==> config.mk <==
export PLATFORM = sky130hd
export DESIGN_NAME = mem_bridge_top
export DESIGN_NICKNAME = d
export VERILOG_FILES = /design/src/hw/mem_bridge_pkg.sv /design/src/hw/wbuf_line_store.sv /design/src/hw/beat_counter.sv /design/src/hw/wbuf_drain_fsm.sv /design/src/hw/rd_arbiter.sv /design/src/hw/mem_bridge_top.sv
export SDC_FILE = /design/constraint.sdc
export NUM_CORES = 1
export LEC_CHECK = 0
export BUFFER_PORTS_ARGS = -buffer_cell sky130_fd_sc_hd__buf_4
export CAP_MARGIN = 20
export CORE_AREA = 2 2 344 346
export CTS_BUF_LIST = sky130_fd_sc_hd__clkbuf_16
export CTS_CLUSTER_SIZE = 40
export DETAILED_ROUTE_END_ITERATION = 10
export DIE_AREA = 0 0 346 348
export PLACE_DENSITY_LB_ADDON = 0.2
export SLEW_MARGIN = 30
export SYNTH_ARGS = -nofsm -noshare
export SYNTH_HDL_FRONTEND = slang
export SYNTH_HIERARCHICAL = 1
export SYNTH_SLANG_ARGS = --single-unit
==> constraint.sdc <==
create_clock -name aclk -period 15.2 [get_ports aclk]
set_input_delay 1.52 -clock aclk [delete_from_list [all_inputs] [get_ports aclk]]
set_output_delay 1.52 -clock aclk [all_outputs]
set_load 0.02 [all_outputs]
==> src/hw/mem_bridge_pkg.sv <==
package mem_bridge_pkg;

    localparam int ADDR_W     = 32;
    localparam int DATA_W     = 32;
    localparam int LINE_WORDS = 8;
    localparam int BEAT_W     = 3;                      // log2 of LINE_WORDS
    localparam int LINE_OFS_W = 5;                      // byte offset bits inside a line
    localparam int AXI_LEN_W  = 4;

    localparam logic [2:0]          AXI_SIZE_WORD  = 3'b010;   // 4 bytes per beat
    localparam logic [1:0]          AXI_BURST_INCR = 2'b01;
    localparam logic [DATA_W/8-1:0] STRB_ALL       = '1;

    // word 0 sits at the line address
    typedef logic [LINE_WORDS-1:0][DATA_W-1:0] line_t;

    typedef enum logic [1:0] {
        WB_IDLE,
        WB_ADDR,                                        // aw phase
        WB_DATA,                                        // w beats
        WB_RESP                                         // waiting on b
    } wbuf_state_e;

    typedef enum logic [1:0] {
        RD_IDLE,
        RD_ADDR,
        RD_DATA
    } rd_state_e;

    typedef enum logic {
        OWN_INST,
        OWN_DATA
    } rd_owner_e;

endpackage

==> src/hw/wbuf_line_store.sv <==
`timescale 1ns/100ps

module wbuf_line_store
    import mem_bridge_pkg::*;
(
    input  logic              aclk,
    input  logic              rst_n_i,
    input  logic              load_i,
    input  logic [ADDR_W-1:0] paddr_i,
    input  line_t             line_i,
    input  logic              drain_done_i,
    input  logic [ADDR_W-1:0] lookup_paddr_i,
    input  logic [BEAT_W-1:0] beat_idx_i,
    output logic              empty_o,
    output logic              lookup_hit_o,
    output line_t             lookup_data_o,
    output logic [ADDR_W-1:0] line_addr_o,
    output logic [DATA_W-1:0] beat_word_o
);

    logic                         valid_q;
    logic [ADDR_W-LINE_OFS_W-1:0] tag_q;      // line-aligned address bits
    line_t                        line_q;

    always_ff @(posedge aclk) begin
        if (!rst_n_i) begin
            valid_q <= 1'b0;
        end else if (load_i) begin
            valid_q <= 1'b1;
        end else if (drain_done_i) begin
            valid_q <= 1'b0;                  // released on the b transfer
        end
    end

    always_ff @(posedge aclk) begin
        if (load_i) begin
            tag_q  <= paddr_i[ADDR_W-1:LINE_OFS_W];
            line_q <= line_i;
        end
    end

    assign empty_o = ~valid_q;

    // lookup is same-cycle, only the bits above the line offset count
    assign lookup_hit_o  = valid_q && (lookup_paddr_i[ADDR_W-1:LINE_OFS_W] == tag_q);
    assign lookup_data_o = line_q;

    assign line_addr_o = {tag_q, {LINE_OFS_W{1'b0}}};
    assign beat_word_o = line_q[beat_idx_i];  // word for the current w beat

endmodule

==> src/hw/beat_counter.sv <==
`timescale 1ns/100ps

module beat_counter
    import mem_bridge_pkg::*;
(
    input  logic              aclk,
    input  logic              rst_n_i,
    input  logic              clear_i,
    input  logic              advance_i,
    output logic [BEAT_W-1:0] beat_idx_o,
    output logic              last_beat_o
);

    logic [BEAT_W-1:0] beat_q;

    always_ff @(posedge aclk) begin
        if (!rst_n_i) begin
            beat_q <= '0;
        end else if (clear_i) begin
            beat_q <= '0;                     // start of a new burst
        end else if (advance_i) begin
            beat_q <= beat_q + 1'b1;          // one step per w transfer
        end
    end

    assign beat_idx_o  = beat_q;
    assign last_beat_o = (beat_q == BEAT_W'(LINE_WORDS - 1));

endmodule

==> src/hw/wbuf_drain_fsm.sv <==
`timescale 1ns/100ps

module wbuf_drain_fsm
    import mem_bridge_pkg::*;
(
    input  logic                 aclk,
    input  logic                 rst_n_i,
    input  logic                 wreq_i,
    input  logic                 awready_i,
    input  logic                 wready_i,
    input  logic                 bvalid_i,
    input  logic                 last_beat_i,
    output logic                 load_o,
    output logic                 drain_done_o,
    output logic                 beat_clear_o,
    output logic                 beat_advance_o,
    output logic                 awvalid_o,
    output logic                 wvalid_o,
    output logic                 wlast_o,
    output logic                 bready_o,
    output logic [AXI_LEN_W-1:0] awlen_o,
    output logic [2:0]           awsize_o,
    output logic [1:0]           awburst_o
);

    wbuf_state_e state_q;
    wbuf_state_e state_d;

    always_ff @(posedge aclk) begin
        if (!rst_n_i) begin
            state_q <= WB_IDLE;
        end else begin
            state_q <= state_d;
        end
    end

    always_comb begin
        state_d        = state_q;
        load_o         = 1'b0;
        drain_done_o   = 1'b0;
        beat_clear_o   = 1'b0;
        beat_advance_o = 1'b0;
        case (state_q)
            WB_IDLE: begin
                load_o = wreq_i;                             // only taken when empty
                if (wreq_i) state_d = WB_ADDR;
            end
            WB_ADDR: begin
                beat_clear_o = awready_i;                    // counter at 0 on entry to data
                if (awready_i) state_d = WB_DATA;
            end
            WB_DATA: begin
                beat_advance_o = wready_i;
                if (wready_i && last_beat_i) state_d = WB_RESP;
            end
            WB_RESP: begin
                drain_done_o = bvalid_i;
                if (bvalid_i) state_d = WB_IDLE;
            end
            default: state_d = WB_IDLE;
        endcase
    end

    assign awvalid_o = (state_q == WB_ADDR);
    assign wvalid_o  = (state_q == WB_DATA);
    assign wlast_o   = (state_q == WB_DATA) && last_beat_i;
    assign bready_o  = (state_q == WB_RESP);

    // always a full line burst
    assign awlen_o   = AXI_LEN_W'(LINE_WORDS - 1);
    assign awsize_o  = AXI_SIZE_WORD;
    assign awburst_o = AXI_BURST_INCR;

endmodule

==> src/hw/rd_arbiter.sv <==
`timescale 1ns/100ps

module rd_arbiter
    import mem_bridge_pkg::*;
(
    input  logic                 aclk,
    input  logic                 rst_n_i,
    input  logic                 inst_arvalid_i,
    input  logic [ADDR_W-1:0]    inst_araddr_i,
    input  logic [AXI_LEN_W-1:0] inst_arlen_i,
    input  logic                 inst_rready_i,
    output logic                 inst_arready_o,
    output logic [DATA_W-1:0]    inst_rdata_o,
    output logic                 inst_rvalid_o,
    output logic                 inst_rlast_o,
    input  logic                 data_arvalid_i,
    input  logic [ADDR_W-1:0]    data_araddr_i,
    input  logic [AXI_LEN_W-1:0] data_arlen_i,
    input  logic                 data_rready_i,
    output logic                 data_arready_o,
    output logic [DATA_W-1:0]    data_rdata_o,
    output logic                 data_rvalid_o,
    output logic                 data_rlast_o,
    output logic [ADDR_W-1:0]    araddr_o,
    output logic [AXI_LEN_W-1:0] arlen_o,
    output logic [2:0]           arsize_o,
    output logic [1:0]           arburst_o,
    output logic                 arvalid_o,
    output logic                 rready_o,
    input  logic                 arready_i,
    input  logic [DATA_W-1:0]    rdata_i,
    input  logic                 rvalid_i,
    input  logic                 rlast_i
);

    rd_state_e            state_q;
    rd_owner_e            owner_q;
    logic [ADDR_W-1:0]    addr_q;
    logic [AXI_LEN_W-1:0] len_q;
    logic                 idle;
    logic                 in_data;
    logic                 grant;

    assign idle    = (state_q == RD_IDLE);
    assign in_data = (state_q == RD_DATA);
    assign grant   = idle && (inst_arvalid_i || data_arvalid_i);

    // data side has priority
    assign data_arready_o = idle && data_arvalid_i;
    assign inst_arready_o = idle && inst_arvalid_i && !data_arvalid_i;

    always_ff @(posedge aclk) begin
        if (!rst_n_i) begin
            state_q <= RD_IDLE;
            owner_q <= OWN_INST;
        end else begin
            case (state_q)
                RD_IDLE: if (grant) begin
                    state_q <= RD_ADDR;
                    owner_q <= data_arvalid_i ? OWN_DATA : OWN_INST;
                end
                RD_ADDR: if (arready_i) state_q <= RD_DATA;
                RD_DATA: if (rvalid_i && rready_o && rlast_i) state_q <= RD_IDLE;
                default: state_q <= RD_IDLE;
            endcase
        end
    end

    always_ff @(posedge aclk) begin
        if (grant) begin
            addr_q <= data_arvalid_i ? data_araddr_i : inst_araddr_i;
            len_q  <= data_arvalid_i ? data_arlen_i : inst_arlen_i;
        end
    end

    assign araddr_o  = addr_q;
    assign arlen_o   = len_q;
    assign arsize_o  = AXI_SIZE_WORD;
    assign arburst_o = AXI_BURST_INCR;
    assign arvalid_o = (state_q == RD_ADDR);

    // r channel steered to the owner only
    assign rready_o      = in_data && ((owner_q == OWN_DATA) ? data_rready_i : inst_rready_i);
    assign inst_rvalid_o = in_data && (owner_q == OWN_INST) && rvalid_i;
    assign data_rvalid_o = in_data && (owner_q == OWN_DATA) && rvalid_i;
    assign inst_rlast_o  = in_data && (owner_q == OWN_INST) && rlast_i;
    assign data_rlast_o  = in_data && (owner_q == OWN_DATA) && rlast_i;
    assign inst_rdata_o  = rdata_i;
    assign data_rdata_o  = rdata_i;

endmodule

==> src/hw/mem_bridge_top.sv <==
`timescale 1ns/100ps

module mem_bridge_top
    import mem_bridge_pkg::*;
(
    input  logic                 aclk,
    input  logic                 rst_n_i,
    // data cache write side
    input  logic                 wreq_i,
    input  logic [ADDR_W-1:0]    wreq_paddr_i,
    input  line_t                wreq_line_i,
    input  logic [ADDR_W-1:0]    lookup_paddr_i,
    output logic                 wreq_recvd_o,
    output logic                 empty_o,
    output logic                 lookup_hit_o,
    output line_t                lookup_data_o,
    // axi write
    output logic [ADDR_W-1:0]    awaddr_o,
    output logic [AXI_LEN_W-1:0] awlen_o,
    output logic [2:0]           awsize_o,
    output logic [1:0]           awburst_o,
    output logic                 awvalid_o,
    input  logic                 awready_i,
    output logic [DATA_W-1:0]    wdata_o,
    output logic [DATA_W/8-1:0]  wstrb_o,
    output logic                 wlast_o,
    output logic                 wvalid_o,
    input  logic                 wready_i,
    input  logic                 bvalid_i,
    output logic                 bready_o,
    // read masters
    input  logic                 inst_arvalid_i,
    input  logic [ADDR_W-1:0]    inst_araddr_i,
    input  logic [AXI_LEN_W-1:0] inst_arlen_i,
    input  logic                 inst_rready_i,
    output logic                 inst_arready_o,
    output logic [DATA_W-1:0]    inst_rdata_o,
    output logic                 inst_rvalid_o,
    output logic                 inst_rlast_o,
    input  logic                 data_arvalid_i,
    input  logic [ADDR_W-1:0]    data_araddr_i,
    input  logic [AXI_LEN_W-1:0] data_arlen_i,
    input  logic                 data_rready_i,
    output logic                 data_arready_o,
    output logic [DATA_W-1:0]    data_rdata_o,
    output logic                 data_rvalid_o,
    output logic                 data_rlast_o,
    // axi read
    output logic [ADDR_W-1:0]    araddr_o,
    output logic [AXI_LEN_W-1:0] arlen_o,
    output logic [2:0]           arsize_o,
    output logic [1:0]           arburst_o,
    output logic                 arvalid_o,
    output logic                 rready_o,
    input  logic                 arready_i,
    input  logic [DATA_W-1:0]    rdata_i,
    input  logic                 rvalid_i,
    input  logic                 rlast_i
);

    logic              drain_done;
    logic              beat_clear;
    logic              beat_advance;
    logic [BEAT_W-1:0] beat_idx;
    logic              last_beat;

    assign wstrb_o = STRB_ALL;                // full words only

    wbuf_line_store i_line_store (
        .aclk           (aclk),
        .rst_n_i        (rst_n_i),
        .load_i         (wreq_recvd_o),       // the accept pulse loads the line
        .paddr_i        (wreq_paddr_i),
        .line_i         (wreq_line_i),
        .drain_done_i   (drain_done),
        .lookup_paddr_i (lookup_paddr_i),
        .beat_idx_i     (beat_idx),
        .empty_o        (empty_o),
        .lookup_hit_o   (lookup_hit_o),
        .lookup_data_o  (lookup_data_o),
        .line_addr_o    (awaddr_o),
        .beat_word_o    (wdata_o)
    );

    beat_counter i_beat_counter (
        .aclk        (aclk),
        .rst_n_i     (rst_n_i),
        .clear_i     (beat_clear),
        .advance_i   (beat_advance),
        .beat_idx_o  (beat_idx),
        .last_beat_o (last_beat)
    );

    wbuf_drain_fsm i_drain_fsm (
        .aclk           (aclk),
        .rst_n_i        (rst_n_i),
        .wreq_i         (wreq_i),
        .awready_i      (awready_i),
        .wready_i       (wready_i),
        .bvalid_i       (bvalid_i),
        .last_beat_i    (last_beat),
        .load_o         (wreq_recvd_o),
        .drain_done_o   (drain_done),
        .beat_clear_o   (beat_clear),
        .beat_advance_o (beat_advance),
        .awvalid_o      (awvalid_o),
        .wvalid_o       (wvalid_o),
        .wlast_o        (wlast_o),
        .bready_o       (bready_o),
        .awlen_o        (awlen_o),
        .awsize_o       (awsize_o),
        .awburst_o      (awburst_o)
    );

    rd_arbiter i_rd_arbiter (
        .aclk           (aclk),
        .rst_n_i        (rst_n_i),
        .inst_arvalid_i (inst_arvalid_i),
        .inst_araddr_i  (inst_araddr_i),
        .inst_arlen_i   (inst_arlen_i),
        .inst_rready_i  (inst_rready_i),
        .inst_arready_o (inst_arready_o),
        .inst_rdata_o   (inst_rdata_o),
        .inst_rvalid_o  (inst_rvalid_o),
        .inst_rlast_o   (inst_rlast_o),
        .data_arvalid_i (data_arvalid_i),
        .data_araddr_i  (data_araddr_i),
        .data_arlen_i   (data_arlen_i),
        .data_rready_i  (data_rready_i),
        .data_arready_o (data_arready_o),
        .data_rdata_o   (data_rdata_o),
        .data_rvalid_o  (data_rvalid_o),
        .data_rlast_o   (data_rlast_o),
        .araddr_o       (araddr_o),
        .arlen_o        (arlen_o),
        .arsize_o       (arsize_o),
        .arburst_o      (arburst_o),
        .arvalid_o      (arvalid_o),
        .rready_o       (rready_o),
        .arready_i      (arready_i),
        .rdata_i        (rdata_i),
        .rvalid_i       (rvalid_i),
        .rlast_i        (rlast_i)
    );

endmodule

==> run_results.csv, run 1 <==
group,metric,value,unit
run_status,status,"finished, final reports clean",
placed_design,place.gp.congestion,0.805,
clock_network,clock_path_buffers,3,
synthesis,syn-instance-count,668,
synthesis,synthArstFlopShare,0,%
synthesis,ys_dominant_reg_cell,"edfxtp_1",
synthesis,ys_seq_elements,328,
clock_network,cts_hold_buffers,0,
worst_setup_path,cp-end-kind,"primary output",
grt,gr-total-overflow,0,
cells_and_area,final_layout_size_suffix_gt1_share,65.1,%
die,core-area,0.117,mm²
worst_setup_path,reg2reg_setup_slack,12.28,ns
clock_network,cts-buffers-inserted,43,
route,wire_per_inst,20.6,µm
power_and_ir_drop,vdd_drop_max,0.0000905,V
clock_network,cts_tree,"done",
synthesis,synth_top_cell_by_area,"edfxtp_1",
placed_design,dp_hpwl,48.3,mm
route,avgViaCountPerCell,3.08,
synthesis,synth_area_per_cell,20.5,µm²
worst_hold_path,min_to,"i_drain_fsm/state_q[1]",
timing,worstMarginPinSlew,0.881,ns
synthesis,seq_area_frac_synth,71.2,%
placed_design,numPortBuffers,760,
die,dieArea,0.120,mm²
synthesis,synth_warnings,6,
worst_setup_path,cp.required,13.68,ns
grt,grt_pass1_vias,10100,
grt,grt_usage,9.62,%
die,die_y,348,µm
die,rows,126,
grt,grt_pass1_wl,80.8,mm
worst_setup_path,cp_cell_sequence,"buf_4 -> mux4_1 -> mux2_2 -> buf_4",
route,postRouteAntennaNets,0,
timing,timing.final.crit_period,5.03,ns
cells_and_area,area_growth,61.1,%
cells_and_area,ff_latch_area,0.00977,mm²
die,start_util,11.7,%
timing,max_slew_margin,41.3,%
timing,fin_skew,0.0202,ns
clock_network,cts-resized-gates,0,
timing,fin_tns_setup,0,ns
route,dr.pass1.iters,7,
worst_hold_path,hold_depth,2,
timing,fin_crit_sh,33.1,%
worst_hold_path,holdCritStartpoint,"i_drain_fsm/state_q[1]",
synthesis,synth_commonest_cells,"edfxtp_1, buf_4, mux2_2, mux4_1, mux4_2",
synthesis,synth_top_area_share,69.9,%
route,drc_errors,0,
route,drt_iter0_drc,389,
worst_setup_path,path_common_cell,"buf_4",
worst_setup_path,crit_type,"flop to primary output",
timing,final-max-slew-violation-count,0,
grt,grt_max_degree,73,
timing,rsz0062_at_grt,"false",
timing,max_freq,0.199,GHz
power_and_ir_drop,p_leak,8.65,nW
worst_setup_path,start_kind,"flop",
synthesis,ys_types,38,
grt,antenna_found_initial,7,
clock_network,post-cts-setup-buffers,0,
synthesis,netlist_area,0.0137,mm²
route,routed_wl,60.9,mm
die,io_pins,890,
cells_and_area,num-nets-final,1833,
worst_setup_path,crit_slowest_cell,"mux4_1",
power_and_ir_drop,power.density,157,mW/mm²
worst_setup_path,cpPeakStageDelay,0.80,ns
run,cap_violations,0,
cells_and_area,multiInputGateArea,0.00318,mm²
timing,holdWs,0.548,ns
route,via_count,9126,
clock_network,clockRootBuffer,"clkbuf_16",
clock_network,cts_sinks,328,
die,die_x,346,µm
cells_and_area,final_core_util,18.9,%
clock_network,h-tree-depth,2,
timing,setup_viol,0,
cells_and_area,fillers,12747,
worst_setup_path,worst_r2r_endpoint,"i_line_store/lookup_data_o[91]",
worst_setup_path,cp_max_fo,40,
synthesis,ys_top_cells_by_area,"edfxtp_1, mux4_1, buf_4, mux2_2, mux4_2",
timing,hold_viol_final,0,
clock_network,cts.reportedPaths.clkPinSlew,0.06,ns
worst_setup_path,crit_arrival,3.51,ns
synthesis,synth_edf_count,319,
worst_hold_path,hold_path_class,"flop to flop",
clock_network,insertion_delay,0.60,ns
synthesis,synth_most_common_cell,"edfxtp_1",
worst_setup_path,rr_worst_depth,5,
worst_setup_path,reg2reg_from,"i_drain_fsm/state_q[1]",
[placed cells by master (no fill, tap or decap), types with 2 or more instances in the layout]
cell type	n
clkinv_1	12
clkbuf_16	43
dfxtp_4	3
diode_2	3
buf_4	767
and2_1	4
nand2_1	4
nand4_1	4
xor2_1	15
edfxtp_1	319
mux2i_1	4
inv_16	2
o21a_1	4
nor2_1	8
mux2_2	59
bufinv_16	6
dfxtp_1	6
mux2_4	9
inv_1	13
conb_1	23
clkinv_2	5
mux4_1	40
nor2b_1	3
ha_1	7
and3_1	2
xnor2_1	13
and2b_1	2
mux4_2	24
a21boi_0	2
nor4_1	6
[sequential cells by signal, indices dropped and copies added, names as in the netlist]
| name | flops |
|---|---|
| i_line_store/lookup_data_o | 256 |
| i_line_store/valid_q | 1 |
| i_rd_arbiter/owner_q | 1 |
| i_rd_arbiter/araddr_o | 32 |
| i_rd_arbiter/state_q | 2 |
| i_line_store/tag_q | 27 |
| i_rd_arbiter/arlen_o | 4 |
| i_drain_fsm/state_q | 2 |
| i_beat_counter/beat_idx_o | 3 |
[cell type report]
| class | count | area share [%] |
|---|---|---|
| Antenna cell | 3 | 0.0340 |
| Sequential cell | 328 | 44.3 |
| Clock inverter | 36 | 1.52 |
| Timing Repair Buffer | 768 | 26.1 |
| Inverter | 3 | 0.0510 |
| Tap cell | 1536 | 8.71 |
| Multi-Input combinational cell | 245 | 14.4 |
| Clock buffer | 43 | 4.88 |
[worst max path at each step]
| stage | endpoint | slack [ns] | start | depth (start not counted) |
|---|---|---|---|---|
| floorplan | wreq_recvd_o | 5.63 | wreq_i | 1 |
| global placement | wdata_o[14] | 10.65 | i_beat_counter/beat_idx_o[0] | 4 |
| detailed placement | wdata_o[15] | 10.65 | i_beat_counter/beat_idx_o[0] | 4 |
| CTS | wdata_o[15] | 9.97 | i_beat_counter/beat_idx_o[0] | 4 |
| global route | wdata_o[15] | 9.92 | i_beat_counter/beat_idx_o[0] | 4 |
| finish | wdata_o[15] | 10.17 | i_beat_counter/beat_idx_o[0] | 4 |
[layer usage]
metal  GRT usage (%)  up-vias  share of wire, %
met3            3.66      122               9.0
met2            17.6      471                53
li1                -     4029                 -
met1            9.65     4502                34
met4            4.21        2               3.4
met5               0        -             0.020
[cells by family (layout without fill, tap and decap cells)]
group / after synthesis / count (layout) / share of synthesized area (%)
multiplexers: 136 / 136 / 17.7
buffers and inverters: 112 / 850 / 6.05
XOR/XNOR: 28 / 28 / 1.79
AO/OA/AOI/OAI: 9 / 9 / 0.502
other: 6 / 26 / 0.164
adder cells (fa/ha/maj): 7 / 7 / 0.639
AND/OR/NAND/NOR: 42 / 42 / 1.87
flip-flops: 328 / 328 / 71.2
[metrics by stage]
step                cells  power, W  setup slack [ns]  cell area, µm²
floorplan             685   0.00197              5.63           13800
global placement     2880   0.00247             10.65           20600
detailed placement   2880   0.00247             10.65           20600
CTS                  2959   0.00356              9.97           22100
global route         2960   0.00364              9.92           22100
finish               2962   0.00347             10.17           22100
[report_power, final]
group | internal (W) | switching (W) | total, W
clock network | 0.000618 | 0.000430 | 0.00105
logic | 0.000435 | 0.000604 | 0.00104
registers | 0.00126 | 0.000124 | 0.00138
[critical path, delay by kind of cell, from the launching register on]
kind | cells | cell delay (ns)
buf+inv | 2 | 0.92
flops | 1 | 0.77
mux | 2 | 1.12
No activity file was read; power rests on OpenSTA's default activity.
==> run 2: changes to the inputs <==
--- a/config.mk
+++ b/config.mk
@@ -5,13 +5,14 @@
 export SDC_FILE = /design/constraint.sdc
 export NUM_CORES = 1
 export LEC_CHECK = 0
+export ABC_AREA = 1
 export BUFFER_PORTS_ARGS = -buffer_cell sky130_fd_sc_hd__buf_4
 export CAP_MARGIN = 20
-export CORE_AREA = 2 2 344 346
+export CORE_AREA = 2 2 343 345
 export CTS_BUF_LIST = sky130_fd_sc_hd__clkbuf_16
 export CTS_CLUSTER_SIZE = 40
 export DETAILED_ROUTE_END_ITERATION = 10
-export DIE_AREA = 0 0 346 348
+export DIE_AREA = 0 0 345 347
 export PLACE_DENSITY_LB_ADDON = 0.2
 export SLEW_MARGIN = 30
 export SYNTH_ARGS = -nofsm -noshare
==> constraint.sdc (replaced) <==
create_clock -name aclk -period 5 [get_ports aclk]
set_input_delay 0.5 -clock aclk [delete_from_list [all_inputs] [get_ports aclk]]
set_output_delay 0.5 -clock aclk [all_outputs]
set_load 0.02 [all_outputs]
==> run 2 against run 1 <==
  * Global-route usage rose by 1.6 points
  * Hold slack lost 0.47 ns
  * Core utilization increased by 0.68 points
  * Via count grew 30%
  * Routed wire length rose by 17%
  * Worst setup slack got worse by 8.7 ns
  * Clock skew is 0.0061 ns lower
  * Count of clock-buffer cells in the layout up 3
  * Largest cell class unchanged
  * Synthesized area is 4.3% higher
  * Synthesized cell count increased by 86%
==> run_results.csv, run 2 <==
group,metric,value,unit
run_status,status,"finished, final reports clean",
timing,finalWorstSetupSlack,1.51,ns
grt,grt_usage,11.3,%
timing,holdWs,0.0803,ns
cells_and_area,mostFrequentLayoutCells,"buf_4, edfxtp_1, nor2_1",
timing,fin_skew,0.0141,ns
timing,worstMarginPinSlew,0.941,ns
die,start_util,12.3,%
grt,grt_max_degree,117,
timing,hold_viol_final,0,
timing,rsz0062_at_grt,"false",
synthesis,ys_types,29,
cells_and_area,final_layout_size_suffix_gt1_share,45.3,%
synthesis,ys_seq_elements,328,
grt,met2_usage,20.0,%
clock_network,cts_tree,"done",
timing,fin_crit_sh,69.8,%
worst_setup_path,crit_arrival,2.99,ns
worst_setup_path,crit_type,"flop to primary output",
clock_network,cts.reportedPaths.clkPinSlew,0.07,ns
placed_design,numPortBuffers,760,
synthesis,ys_dominant_reg_cell,"edfxtp_1",
worst_hold_path,hold_path_class,"primary input to flop",
clock_network,post-cts-setup-buffers,0,
die,die_x,345,µm
cells_and_area,final_core_util,19.5,%
grt,use_met3,3.03,%
placed_design,place_ws,1.97,ns
timing,final-max-slew-violation-count,0,
route,routed_wl,71.1,mm
cells_and_area,area_growth,58.3,%
route,drc_errors,0,
worst_setup_path,start_kind,"flop",
worst_setup_path,cp.required,4.50,ns
power_and_ir_drop,vdd_drop_max,0.000255,V
synthesis,ys_top_cells_by_area,"edfxtp_1, nor2_1, nand2_1, buf_4, o21ai_0",
grt,grtUsageMet1,12.9,%
clock_network,cts_sinks,328,
cells_and_area,largest_reg_flops,256,
clock_network,clockRootBuffer,"clkbuf_16",
synthesis,synth_top_area_share,67.0,%
synthesis,synth_area_per_cell,11.5,µm²
worst_setup_path,cp_max_fo,48,
die,core-area,0.116,mm²
placed_design,place.gp.congestion,0.851,
cells_and_area,final_common_cell,"buf_4",
die,rows,125,
grt,busiest_layer,"met2",
route,avgViaCountPerCell,3.39,
grt,grt_pass1_wl,95.9,mm
synthesis,seq_area_frac_synth,68.3,%
grt,gr-total-overflow,0,
synthesis,syn-instance-count,1240,
placed_design,dp_hpwl,55.6,mm
synthesis,synth_warnings,6,
route,via_count,11899,
cells_and_area,num-nets-final,2390,
power_and_ir_drop,p_leak,9.60,nW
clock_network,h-tree-depth,2,
synthesis,synth_top_cell_by_area,"edfxtp_1",
worst_setup_path,cp-end-kind,"primary output",
die,die_y,347,µm
synthesis,synth_commonest_cells,"edfxtp_1, nor2_1, nand2_1, o21ai_0, buf_4",
run,cap_violations,0,
die,dieArea,0.120,mm²
synthesis,synthArstFlopShare,0,%
clock_network,cts-buffers-inserted,46,
route,dr.pass1.iters,5,
clock_network,insertion_delay,0.58,ns
die,io_pins,890,
timing,max_freq,0.286,GHz
synthesis,synth_edf_count,319,
clock_network,clock_path_buffers,3,
timing,max_slew_margin,36.6,%
clock_network,cts-resized-gates,0,
power_and_ir_drop,power.density,478,mW/mm²
route,postRouteAntennaNets,0,
clock_network,cts_hold_buffers,0,
synthesis,netlist_area,0.0143,mm²
route,drt_iter0_drc,733,
grt,grt_pass1_vias,12246,
timing,timing.final.crit_period,3.49,ns
timing,setup_viol,0,
grt,antenna_found_initial,8,
synthesis,synth_most_common_cell,"edfxtp_1",
route,wire_per_inst,20.3,µm
run 2: changes by cell type after synthesis, sizes merged, moves of 6 or more:
cell    change
nor2      +215
mux2       -32
mux4       -64
xor2       -15
clkbuf     +21
xnor2      -12
o21ai     +193
nor4        -6
and2        -6
nand2     +210
buf        +10
inv        +77
run 2: kinds of logic after synthesis:
group	after synthesis	synth area share (%)
DFF	328	68.3
AOI/OAI and AO/OA	200	7.04
and+or+nand+nor	442	11.8
xor gates and xnor gates	1	0.0613
other	6	0.158
muxes	36	3.02
adders and majority gates	7	0.613
buffers and inverters	220	9.00
run 2: through the flow:
step / cell area [µm²] / power (W) / instances / setup TNS, ns
final: 22600 / 0.0108 / 3509 / 0
after global routing: 22600 / 0.0114 / 3507 / 0
after CTS: 22600 / 0.0110 / 3505 / 0
after detailed placement: 21200 / 0.00782 / 3422 / 0
after global placement: 21200 / 0.00782 / 3422 / 0
after floorplan: 14400 / 0.00600 / 1257 / -96.57
run 2: metal layers:
metal | routed length, µm | vias up
met2 | 36600 | 448
li1 | - | 5509
met5 | 13 | -
met4 | 2260 | 2
met3 | 4420 | 126
met1 | 27800 | 5814
run 2: path summary, 6_finish.rpt:
| path | startpoint | endpoint | slack [ns] | cells after the start |
|---|---|---|---|---|
| worst max register to register | i_drain_fsm/state_q[1] | i_line_store/lookup_data_o[186] | 2.92 | 6 |
| worst min-delay path | wreq_line_i[126] | i_line_store/lookup_data_o[126] | 0.08 | 1 |
| worst min register to register | i_drain_fsm/state_q[1] | i_drain_fsm/state_q[1] | 0.52 | 2 |
| worst max-delay path | i_beat_counter/beat_idx_o[0] | wdata_o[31] | 1.51 | 6 |
run 2: report_power, final:
group / internal (W) / leakage, nW / switching (W)
registers: 0.00379 / 3.10 / 0.000403
clock network: 0.00182 / 0.743 / 0.00131
logic: 0.00128 / 5.75 / 0.00221
total: 0.00688 / 9.60 / 0.00392
run 2: critical path: stages (launching register included):
cell and delay, ns:
dfxtp_4 0.42, buf_4 0.53, o21ai_0 0.18, o21ai_0 0.77, nand2_1 0.15, nand2_1 0.13
buf_4 0.15
run 2: final cells by class:
type,instances,area (µm²)
multi-input combinational,709,3320
tap,1524,1910
clock inverter,37,253
timing repair buffer,781,5900
antenna,4,10.0
inverter,80,307
clock buffer,46,1150
fill,12807,93100
sequential,328,9770
==> run 3: changes to the inputs <==
==> constraint.sdc (replaced) <==
create_clock -name aclk -period 3.37 [get_ports aclk]
set_input_delay 0.337 -clock aclk [delete_from_list [all_inputs] [get_ports aclk]]
set_output_delay 0.337 -clock aclk [all_outputs]
set_load 0.02 [all_outputs]
==> run 3 against run 2 <==
  * Core utilization up 3.1 points
  * Routed wire length increased by 4.1%
  * Clock skew is 0.018 ns higher
  * Clock power grew 54%
  * Sequential share of layout area decreased by 6.0 points
  * Register-to-register slack worse by 1.5 ns
  * Combinational power rose by 62%
  * Largest cell class unchanged
  * Highest routed layer unchanged
==> run_results.csv, run 3 (same netlist as run 2, synthesis figures left out) <==
group,metric,value,unit
die,die_y,347,µm
clock_network,h-tree-depth,2,
clock_network,cts-resized-gates,0,
die,die_x,345,µm
grt,grt_max_degree,71,
worst_setup_path,worstSetupEndpoint,"wdata_o[6]",
cells_and_area,area_growth,83.8,%
timing,fin_crit_sh,89.3,%
clock_network,cts_sinks,328,
grt,antenna_found_initial,8,
placed_design,dp_hpwl,56.6,mm
clock_network,clockRootBuffer,"clkbuf_16",
clock_network,cts.reportedPaths.clkPinSlew,0.06,ns
cells_and_area,final_core_util,22.7,%
placed_design,place.gp.congestion,0.849,
worst_setup_path,crit_type,"flop to primary output",
route,wl_met3,4.47,mm
cells_and_area,final_cell_area,0.0263,mm²
power_and_ir_drop,vdd_drop_max,0.000417,V
die,dieArea,0.120,mm²
worst_setup_path,start_kind,"flop",
power_and_ir_drop,power.density,635,mW/mm²
timing,rsz0062_at_grt,"false",
grt,grt_pass1_wl,102,mm
route,routed_wl,74.0,mm
timing,hold_viol_final,0,
route,drt_iter0_drc,674,
worst_setup_path,cp_max_fo,30,
clock_network,cts_hold_buffers,345,
cells_and_area,ff_latch_area,0.00977,mm²
route,wl_met2,38.0,mm
cells_and_area,num-nets-final,2746,
worst_setup_path,worst_r2r_endpoint,"i_line_store/lookup_data_o[176]",
clock_network,insertion_delay,0.60,ns
route,dr.pass1.iters,5,
route,wire_per_inst,19.2,µm
route,postRouteAntennaNets,0,
cells_and_area,final_common_cell,"buf_4",
worst_setup_path,reg2reg_setup_slack,1.42,ns
worst_setup_path,cp.required,3.03,ns
clock_network,post-cts-setup-buffers,0,
die,start_util,12.3,%
route,topRoutingLayerUsed,"met5",
die,core-area,0.116,mm²
timing,holdWs,0.0768,ns
grt,grt_usage,11.8,%
clock_network,clock_path_buffers,3,
grt,grt_pass1_vias,14306,
cells_and_area,mostFrequentLayoutCells,"buf_4, dlygate4sd3_1, edfxtp_1",
clock_network,cts-buffers-inserted,45,
route,via_count,13333,
timing,max_slew_margin,44.6,%
power_and_ir_drop,p_leak,11.1,nW
worst_setup_path,cp-end-kind,"primary output",
cells_and_area,final_layout_size_suffix_gt1_share,38.9,%
timing,final-max-slew-violation-count,0,
die,rows,125,
run,cap_violations,0,
worst_setup_path,reg2reg_from,"i_drain_fsm/state_q[1]",
timing,setup_viol,0,
cells_and_area,largest_reg_flops,256,
route,drc_errors,0,
run_status,status,"finished, final reports clean",
placed_design,placed_cells,3434,
clock_network,cts_tree,"done",
worst_setup_path,crit_arrival,2.67,ns
worst_setup_path,crit_start,"i_beat_counter/beat_idx_o[0]",
timing,timing.final.crit_period,3.01,ns
cells_and_area,multiInputGateArea,0.00332,mm²
die,io_pins,890,
placed_design,numPortBuffers,760,
grt,gr-total-overflow,0,
placed_design,placed_cell_area,0.0213,mm²
worst_hold_path,holdCritStartpoint,"data_araddr_i[29]",
route,avgViaCountPerCell,3.45,
cells_and_area,fin_cells,3865,
timing,worstMarginPinSlew,0.831,ns
route,drt-met1-wl,28.6,mm
timing,max_freq,0.332,GHz
worst_hold_path,hold_path_class,"primary input to flop",
cells_and_area,fillers,12493,
worst_setup_path,rr_worst_depth,6,
timing,fin_skew,0.0325,ns
run 3: changes by cell type in the layout (fill, tap and decap cells not counted), moves of 3 or more:
cell	before	now
inv_1	89	85
buf_4	778	787
clkinv_1	7	10
dlygate4sd3_1	0	345
buf_12	3	6
run 3: per-stage QoR:
stage          worst slack [ns]  TNS (ns)  total power, W
6_report                  0.359         0          0.0167
3_3_place_gp              0.815         0          0.0117
3_5_place_dp              0.832         0          0.0117
2_1_floorplan             -1.97   -560.24         0.00890
4_1_cts                   0.123         0          0.0171
5_1_grt                   0.133         0          0.0175
run 3: worst max-delay path: stages, from the launching register on:
cell	delay (ns)
dfxtp_4	0.41
inv_4	0.41
nor2_1	0.08
o21ai_1	0.41
nand2_1	0.20
nand2_1	0.27
buf_4	0.20
run 3: final cells by class:
cell class | count | share of cell area [%]
clock inverter | 36 | 1.18
antenna | 4 | 0.0381
tap | 1524 | 7.26
clock buffer | 46 | 4.38
multi-input combinational | 709 | 12.6
sequential | 328 | 37.2
timing repair buffer | 1138 | 36.1
inverter | 80 | 1.17
run 3: power by group:
group / internal (W) / total, W / switching (W)
logic: 0.00223 / 0.00565 / 0.00342
registers: 0.00562 / 0.00622 / 0.000606
clock network: 0.00285 / 0.00481 / 0.00195
total: 0.0107 / 0.0167 / 0.00598
run 3: worst min-delay path by stage:
| stage | to | depth (start not counted) | slack (ns) |
|---|---|---|---|
| after CTS | i_rd_arbiter/araddr_o[29] | 2 | 0.003 |
| after floorplan | i_line_store/lookup_data_o[0] | 0 | 0.44 |
| final | i_rd_arbiter/araddr_o[29] | 2 | 0.08 |
| after global placement | i_drain_fsm/state_q[1] | 2 | 0.50 |
| after detailed placement | i_drain_fsm/state_q[0] | 2 | 0.51 |
| after global routing | i_rd_arbiter/araddr_o[29] | 2 | 0.02 |
run 3: metal layers:
layer / GRT usage, % / vias up
li1: - / 6234
met1: 13.2 / 6437
met2: 21.1 / 512
met3: 2.79 / 148
met4: 5.37 / 2
met5: 0 / -
